### src/npu_pkg.sv
package npu_pkg;

    // Extended byte operand, used for weights and inputs
    localparam int OPERAND_W = 9;

    // Full signed product of two operands
    localparam int PRODUCT_W = 2 * OPERAND_W;

    // Width of the saturated column result
    localparam int RESULT_W = 16;

    // Signed operand, one lane of a weight or input vector
    typedef logic signed [OPERAND_W-1:0] operand_t;

    // Column command opcodes
    typedef enum logic [1:0] {
        // Idle slot, never sent with a strobe
        OP_NOP     = 2'd0,
        // Write weight vector into the shadow registers
        OP_PRELOAD = 2'd1,
        // Copy shadow weights into the active registers
        OP_SWAP    = 2'd2,
        // Push an input vector through the column
        OP_COMPUTE = 2'd3
    } npu_op_e;

    // Command port, single-cycle strobe
    typedef struct packed {
        logic    valid;
        npu_op_e op;
    } npu_cmd_t;

    // Result port, valid is a one-cycle strobe
    typedef struct packed {
        logic                       valid;
        // Set when the dot product was clipped
        logic                       sat;
        logic signed [RESULT_W-1:0] value;
    } npu_result_t;

endpackage

### src/npu_macc.sv
`timescale 1ns/1ps

module npu_macc #(
    parameter int LAST_SUM_WIDTH    = 0,
    parameter int PARTIAL_SUM_WIDTH = 18
) (
    input  logic                      clk_i,
    input  logic                      rstn_i,
    input  logic                      enable_i,
    // Shadow weight write strobe
    input  logic                      pre_wei_i,
    // Shadow to active weight copy strobe
    input  logic                      load_wei_i,
    input  npu_pkg::operand_t         wei_i,
    input  npu_pkg::operand_t         in_i,
    // Head cell keeps a 1-bit dummy port, tied off by the top level
    input  logic [(LAST_SUM_WIDTH > 0 ? LAST_SUM_WIDTH : 1)-1:0] last_sum_i,
    output logic [PARTIAL_SUM_WIDTH-1:0] part_sum_o
);

    import npu_pkg::*;

    // Double-buffered weight
    operand_t shadow_wei_q;
    operand_t active_wei_q;

    // Pipeline stage 1, registered input operand
    operand_t in_q;

    // Pipeline stage 2, registered signed product
    logic signed [PRODUCT_W-1:0] product_d;
    logic signed [PRODUCT_W-1:0] product_q;

    // Pipeline stage 3, accumulated partial sum
    logic signed [PARTIAL_SUM_WIDTH-1:0] product_ext;
    logic signed [PARTIAL_SUM_WIDTH-1:0] last_ext;
    logic signed [PARTIAL_SUM_WIDTH-1:0] part_sum_q;

    // Sum chain must be able to hold the incoming sum and a full product
    if (!(LAST_SUM_WIDTH == 0 || LAST_SUM_WIDTH <= PARTIAL_SUM_WIDTH)) begin : g_chk_last
        $error("npu_macc: LAST_SUM_WIDTH must be 0 or at most PARTIAL_SUM_WIDTH");
    end
    if (PARTIAL_SUM_WIDTH < PRODUCT_W) begin : g_chk_part
        $error("npu_macc: PARTIAL_SUM_WIDTH narrower than the product");
    end

    // 9x9 signed multiply, full 18-bit result
    assign product_d = in_q * active_wei_q;

    // Sign-extend both addends to the partial sum width
    assign product_ext = product_q;

    if (LAST_SUM_WIDTH > 0) begin : g_acc
        assign last_ext = $signed(last_sum_i);
    end else begin : g_head
        // First cell of the chain, product passes alone
        assign last_ext = '0;
    end

    always_ff @(posedge clk_i or negedge rstn_i) begin
        if (!rstn_i) begin
            shadow_wei_q <= '0;
            active_wei_q <= '0;
            in_q         <= '0;
            product_q    <= '0;
            part_sum_q   <= '0;
        end else begin
            // Weights are loaded independently of the data enable
            if (pre_wei_i) begin
                shadow_wei_q <= wei_i;
            end
            if (load_wei_i) begin
                active_wei_q <= shadow_wei_q;
            end
            // Data path holds while the column is idle
            if (enable_i) begin
                in_q       <= in_i;
                product_q  <= product_d;
                part_sum_q <= product_ext + last_ext;
            end
        end
    end

    assign part_sum_o = part_sum_q;

endmodule

### src/npu_input_skew.sv
`timescale 1ns/1ps

module npu_input_skew #(
    parameter int N_CELLS = 4
) (
    input  logic                                clk_i,
    input  logic                                rstn_i,
    input  npu_pkg::npu_cmd_t                   cmd_i,
    input  npu_pkg::operand_t [N_CELLS-1:0]     data_i,
    // Weight vector, lane k goes to cell k
    output npu_pkg::operand_t [N_CELLS-1:0]     wei_o,
    // Skewed input vector, lane k goes to cell k
    output npu_pkg::operand_t [N_CELLS-1:0]     in_o,
    output logic                                pre_wei_o,
    output logic                                load_wei_o,
    output logic                                enable_o,
    // Last cell's sum is complete for one compute
    output logic                                done_o
);

    import npu_pkg::*;

    // Opcode decode
    logic is_preload;
    logic is_swap;
    logic is_compute;

    // Registered swap strobe, active weights move one edge later
    logic load_wei_q;

    // Compute marker aligned with lane 0, then one stage per skew step
    logic                 issue_q;
    logic [N_CELLS+1:0]   chain_q;
    logic                 in_flight;

    if (N_CELLS < 1) begin : g_chk_cells
        $error("npu_input_skew: N_CELLS must be at least 1");
    end

    assign is_preload = cmd_i.valid && (cmd_i.op == OP_PRELOAD);
    assign is_swap    = cmd_i.valid && (cmd_i.op == OP_SWAP);
    assign is_compute = cmd_i.valid && (cmd_i.op == OP_COMPUTE);

    // Preload writes shadows at the sampling edge itself
    assign wei_o     = data_i;
    assign pre_wei_o = is_preload;

    // Triangular skew, lane k passes k+1 registers
    for (genvar lane = 0; lane < N_CELLS; lane++) begin : g_lane
        operand_t dly_q [0:lane];

        always_ff @(posedge clk_i or negedge rstn_i) begin
            if (!rstn_i) begin
                for (int j = 0; j <= lane; j++) begin
                    dly_q[j] <= '0;
                end
            end else begin
                // Bubbles between computes carry zeros
                dly_q[0] <= is_compute ? data_i[lane] : '0;
                for (int j = 1; j <= lane; j++) begin
                    dly_q[j] <= dly_q[j-1];
                end
            end
        end

        assign in_o[lane] = dly_q[lane];
    end

    always_ff @(posedge clk_i or negedge rstn_i) begin
        if (!rstn_i) begin
            load_wei_q <= 1'b0;
            issue_q    <= 1'b0;
            chain_q    <= '0;
        end else begin
            load_wei_q <= is_swap;
            issue_q    <= is_compute;
            // One stage per cycle, covers skew plus the 3-stage cells
            chain_q    <= {chain_q[N_CELLS:0], issue_q};
        end
    end

    assign in_flight  = issue_q || (|chain_q);
    assign load_wei_o = load_wei_q;
    assign enable_o   = is_compute || in_flight;
    assign done_o     = chain_q[N_CELLS+1];

    // Active weights must not change under an in-flight compute
    a_no_swap_in_flight: assert property (
        @(posedge clk_i) disable iff (!rstn_i)
        is_swap |-> !in_flight
    ) else $error("npu_input_skew: SWAP issued while a COMPUTE is in flight");

    // A strobe always carries a real opcode
    a_no_nop_strobe: assert property (
        @(posedge clk_i) disable iff (!rstn_i)
        cmd_i.valid |-> (cmd_i.op != OP_NOP)
    ) else $error("npu_input_skew: command strobe with OP_NOP");

endmodule

### src/npu_result_drain.sv
`timescale 1ns/1ps

module npu_result_drain #(
    parameter int SUM_W = 21
) (
    input  logic                 clk_i,
    input  logic                 rstn_i,
    input  logic                 done_i,
    input  logic [SUM_W-1:0]     sum_i,
    output npu_pkg::npu_result_t result_o
);

    import npu_pkg::*;

    // Clamp limits extended to the sum width
    localparam logic signed [SUM_W-1:0] SAT_MAX = SUM_W'((2 ** (RESULT_W - 1)) - 1);
    localparam logic signed [SUM_W-1:0] SAT_MIN = SUM_W'(-(2 ** (RESULT_W - 1)));

    logic signed [SUM_W-1:0]    sum_s;
    logic signed [RESULT_W-1:0] value_d;
    logic                       sat_d;
    npu_result_t                result_q;

    if (SUM_W < RESULT_W) begin : g_chk_width
        $error("npu_result_drain: SUM_W narrower than the result");
    end

    assign sum_s = sum_i;

    // Saturate to the 16-bit signed range
    always_comb begin
        sat_d   = 1'b0;
        value_d = sum_s[RESULT_W-1:0];
        if (sum_s > SAT_MAX) begin
            sat_d   = 1'b1;
            value_d = {1'b0, {(RESULT_W - 1){1'b1}}};
        end else if (sum_s < SAT_MIN) begin
            sat_d   = 1'b1;
            value_d = {1'b1, {(RESULT_W - 1){1'b0}}};
        end
    end

    always_ff @(posedge clk_i or negedge rstn_i) begin
        if (!rstn_i) begin
            result_q <= '0;
        end else begin
            // Strobe follows done and the value holds in between
            result_q.valid <= done_i;
            if (done_i) begin
                result_q.sat   <= sat_d;
                result_q.value <= value_d;
            end
        end
    end

    assign result_o = result_q;

    // Unclipped results carry the full sum
    a_no_silent_clip: assert property (
        @(posedge clk_i) disable iff (!rstn_i)
        (result_o.valid && !result_o.sat) |-> (SUM_W'($signed(result_o.value)) == $past(sum_s))
    ) else $error("npu_result_drain: result clipped without sat");

endmodule

### src/npu_macc_column.sv
`timescale 1ns/1ps

module npu_macc_column #(
    parameter int N_CELLS = 4
) (
    input  logic                            clk_i,
    input  logic                            rstn_i,
    input  npu_pkg::npu_cmd_t               cmd_i,
    input  npu_pkg::operand_t [N_CELLS-1:0] data_i,
    output npu_pkg::npu_result_t            result_o
);

    import npu_pkg::*;

    // Final sum grows by one bit per cell after the first
    localparam int SUM_W = PRODUCT_W + N_CELLS - 1;

    // Feeder outputs shared by the cells
    operand_t [N_CELLS-1:0] wei;
    operand_t [N_CELLS-1:0] in_skew;
    logic                   pre_wei;
    logic                   load_wei;
    logic                   enable;
    logic                   done;

    npu_input_skew #(
        .N_CELLS(N_CELLS)
    ) u_input_skew (
        .clk_i      (clk_i),
        .rstn_i     (rstn_i),
        .cmd_i      (cmd_i),
        .data_i     (data_i),
        .wei_o      (wei),
        .in_o       (in_skew),
        .pre_wei_o  (pre_wei),
        .load_wei_o (load_wei),
        .enable_o   (enable),
        .done_o     (done)
    );

    // Cell k adds its product to cell k-1's partial sum
    for (genvar k = 0; k < N_CELLS; k++) begin : g_cell
        logic [PRODUCT_W+k-1:0] psum;

        if (k == 0) begin : g_head
            npu_macc #(
                .LAST_SUM_WIDTH    (0),
                .PARTIAL_SUM_WIDTH (PRODUCT_W)
            ) u_macc (
                .clk_i      (clk_i),
                .rstn_i     (rstn_i),
                .enable_i   (enable),
                .pre_wei_i  (pre_wei),
                .load_wei_i (load_wei),
                .wei_i      (wei[k]),
                .in_i       (in_skew[k]),
                .last_sum_i (1'b0),
                .part_sum_o (psum)
            );
        end else begin : g_tail
            npu_macc #(
                .LAST_SUM_WIDTH    (PRODUCT_W + k - 1),
                .PARTIAL_SUM_WIDTH (PRODUCT_W + k)
            ) u_macc (
                .clk_i      (clk_i),
                .rstn_i     (rstn_i),
                .enable_i   (enable),
                .pre_wei_i  (pre_wei),
                .load_wei_i (load_wei),
                .wei_i      (wei[k]),
                .in_i       (in_skew[k]),
                .last_sum_i (g_cell[k-1].psum),
                .part_sum_o (psum)
            );
        end
    end

    npu_result_drain #(
        .SUM_W(SUM_W)
    ) u_result_drain (
        .clk_i    (clk_i),
        .rstn_i   (rstn_i),
        .done_i   (done),
        .sum_i    (g_cell[N_CELLS-1].psum),
        .result_o (result_o)
    );

endmodule

### config.mk
export PLATFORM = sky130hd
export DESIGN_NAME = npu_macc_column
export DESIGN_NICKNAME = d
export VERILOG_FILES = /design/src/npu_pkg.sv /design/src/npu_macc.sv /design/src/npu_input_skew.sv /design/src/npu_result_drain.sv /design/src/npu_macc_column.sv
export SDC_FILE = /design/constraint.sdc
export NUM_CORES = 1
export LEC_CHECK = 0
export BUFFER_PORTS_ARGS = -buffer_cell sky130_fd_sc_hd__buf_2
export CORE_MARGIN = 10
export CORE_UTILIZATION = 45
export CTS_CLUSTER_SIZE = 16
export DETAILED_ROUTE_END_ITERATION = 12
export MAX_ROUTING_LAYER = met4
export PLACE_DENSITY = 0.56
export SYNTH_ARGS = -nofsm -noshare
export SYNTH_HDL_FRONTEND = slang
export SYNTH_SLANG_ARGS = --single-unit
### constraint.sdc
create_clock -name clk_i -period 9.69 [get_ports clk_i]
set_input_delay 0.969 -clock clk_i [delete_from_list [all_inputs] [get_ports clk_i]]
set_output_delay 0.969 -clock clk_i [all_outputs]
set_load 0.1 [all_outputs]
==> flow_summary.ini <==
[cells_and_area]
fin_cells = 3488
final_common_cell = nand2_1
drive_gt1_share_pct = 8.435
syn_to_final_growth_pct = 8.826
nets = 3214
n_antenna_cell = 0
final_cell_mix = nand2_1 (490), dfrtp_1 (373), inv_1 (297)

[die]
row_count = 89
io_pins = 59
core_area_sq_um = 59350
chipWidth_um = 265.3
die_area_sq_um = 70380
fp.dieH_um = 265.3
start_util_pct = 45.62

[clocking]
ctsResizeCount = 0
clk_latency_ns = 0.56
cts.sinks = 374
holdBufCountCts = 0
post_cts_buffers = 0
htreeDepth = 2
cts-root-buf = clkbuf_16
numCtsBuffers = 43
cts_tree = done
clockBufferDepth = 3
path_clk_slew_ns = 0.06

[routing]
drt-initial-drc-count = 922
vias = 17690
finalWirelength_um = 56450
drc_errors = 0
via_per_inst = 5.073
wl_per_cell_um = 16.18
drt_pre_antenna_iters = 5
ant_nets = 0

[synthesis]
synthDistinctLibCells = 56
avgSynthCellArea_sq_um = 10.06
synthArstFlopShare_pct = 100.0
syn_inst = 2692
synth_fp_nets = 3225
synth_edf_count = 0
ys_seq_elements = 374
yosysWarnings = 0
synth.area.top_cells = dfrtp_1 (35%), fa_1 (21%), ha_1 (9.7%), nand2_1 (6.8%), inv_1 (4.1%)
synth_largest_area_cell = dfrtp_1
ys.flop_type = dfrtp_1
synth_top_cell_area_share_pct = 34.56
yosysSeqAreaShare_pct = 34.56
syn_area_sq_um = 27080

[power]
p_leak_uw = 0.01498
max-vdd-ir-drop_mv = 0.1483
p_int_uw = 4455
switchingPower_uw = 3115
seq_power_share_pct = 31.5
pwr-share-comb_pct = 46.2
pwr-share-clk_pct = 22.4
power_density_nw_per_um2 = 256.9
swShare_pct = 41.15

[placement]
place_hpwl_um = 42210
numPortBuffers = 58
dp.cells = 3409
gp_congestion = 0.8467

[global_route]
grt_antenna_before_repair = 0
grt_pass1_wl_um = 97350
grt_max_degree = 164
overflow = 0
first_global_vias = 18900
track_usage_pct = 17.27

[worst_setup_path]
required_ns = 10.09
cpMostUsedCell = fa_1
end_kind = register
crit_buf_inv = 3
cpMaxStageDelayCell = fa_1
start_kind = register
crit_chain = nand2_1, fa_1, inv_1, fa_1, ha_1, inv_1, fa_1, inv_1, ha_1, ha_1, fa_1, a21o_1, a21oi_2, o21bai_1, a2111oi_2, nor3_1, nor3_1, xnor2_1, a21oi_1
setup.worst_path.class = register to register
slowest_delay_ns = 0.56
worst-path-max-fanout = 10
cp_top_family = adder cells
worstPathArrival_ns = 5.74

[timing]
setup_tns_ns = 0
clock_skew_ns = 0.01323
min_period_ns = 5.342
slew_headroom_pct = 24.04
tightest_slew_ns = 1.139
hold_viol_final = 0
timing.hold.ws_ns = 0.3420
rsz0062_at_grt = no
fmax_mhz = 187.2
setup_viol = 0
slew_violations = 0
finalCritPeriodShare_pct = 55.13

[run]
cap_violations = 0

[min_path]
holdCritPathClass = register to register

[status]
outcome = completed
-- layout make-up --
type	count	area [sq um]
sequential	374	9360
clock inverter	17	207.7
inverter	298	1119
clock buffer	62	1280
multi-input combinational	1897	16150
fill	5540	29890
tap	773	967.2
timing repair buffer	67	380.4
-- final timing paths --
kind	from	to	slack, ns	cells after the start
worst max-delay path	g_cell[0].g_head.u_macc.in_q[5]$_DFFE_PN0P_	g_cell[0].g_head.u_macc.product_ext[17]$_DFFE_PN0P_	4.35	19
worst min-delay path	u_input_skew.g_lane[3].dly_q[9]$_DFF_PN0_	u_input_skew.in_o[27]$_DFF_PN0_	0.34	0
worst max register to register	g_cell[0].g_head.u_macc.in_q[5]$_DFFE_PN0P_	g_cell[0].g_head.u_macc.product_ext[17]$_DFFE_PN0P_	4.35	19
worst min register to register	u_input_skew.g_lane[3].dly_q[9]$_DFF_PN0_	u_input_skew.in_o[27]$_DFF_PN0_	0.34	0
max in group asynchronous	rstn_i	g_cell[3].g_tail.u_macc.in_q[8]$_DFFE_PN0P_	7.12	3
min in group asynchronous	rstn_i	u_result_drain.result_o[17]$_DFF_PN0_	0.37	1
-- state kept, by name (all words and copies together), names as in the netlist, 27 cells and up --
name                               flops
g_cell.g_tail.u_macc.product_q        54
u_input_skew.g_lane.dly_q             63
g_cell.g_tail.u_macc.active_wei_q     27
u_input_skew.in_o                     27
g_cell.g_tail.u_macc.in_q             27
g_cell.g_tail.u_macc.part_sum_o       60
g_cell.g_tail.u_macc.shadow_wei_q     27
-- metal layers --
layer / GRT usage, % / share of wire [%]
met1: 23.50 / 48
met2: 27.20 / 46
met3: 2.279 / 3.2
met4: 4.084 / 2.0
met5: - / 0
-- worst reg2reg max path, stage by stage, from the launching register on --
cell and delay, ns:
dfrtp_1 0.55, nand2_1 0.14, fa_1 0.56, inv_1 0.06, fa_1 0.45, ha_1 0.29
inv_1 0.05, fa_1 0.47, inv_1 0.04, ha_1 0.28, ha_1 0.22, fa_1 0.46
a21o_1 0.21, a21oi_2 0.17, o21bai_1 0.11, a2111oi_2 0.55, nor3_1 0.12, nor3_1 0.24
xnor2_1 0.15, a21oi_1 0.08
-- power groups by stage --
stage	Sequential (uW)	Clock, uW	Combinational, uW
2_1_floorplan	2370	0	2670
3_3_place_gp	2400	0	3470
3_5_place_dp	2410	0	3500
4_1_cts	2390	1750	3540
5_1_grt	2440	1810	4010
6_report	2380	1690	3490
-- stage by stage --
stage	power, uW	cell area, sq um	util, %	worst slack [ns]
floorplan	5047	27080	-	4.696
global placement	5867	27980	47.14	4.424
detailed placement	5917	27980	47.14	4.355
CTS	7675	29470	49.65	4.347
global route	8266	29470	49.65	4.011
finish	7570	29470	49.65	4.348
-- cell usage after synthesis, types with 48 or more instances --
cell,instances
ha_1,209
nor2_1,115
clkbuf_1,115
inv_1,297
a21oi_1,128
xor2_1,48
o21ai_0,89
nand2_1,490
fa_1,283
and2_1,159
mux2_2,77
xnor2_1,65
dfrtp_1,374
-- logic make-up (layout without fill, tap and decap cells) --
family | after synthesis | in the layout | share of synthesized area, %
mux | 77 | 77 | 3.202
simple gates | 875 | 875 | 14.52
xor+xnor | 113 | 113 | 3.655
flops | 374 | 374 | 34.56
compound gates | 340 | 340 | 7.634
buf+inv | 421 | 444 | 5.845
fa+ha+maj | 492 | 492 | 30.58
Note: power is estimated with default switching activity, not from simulation.
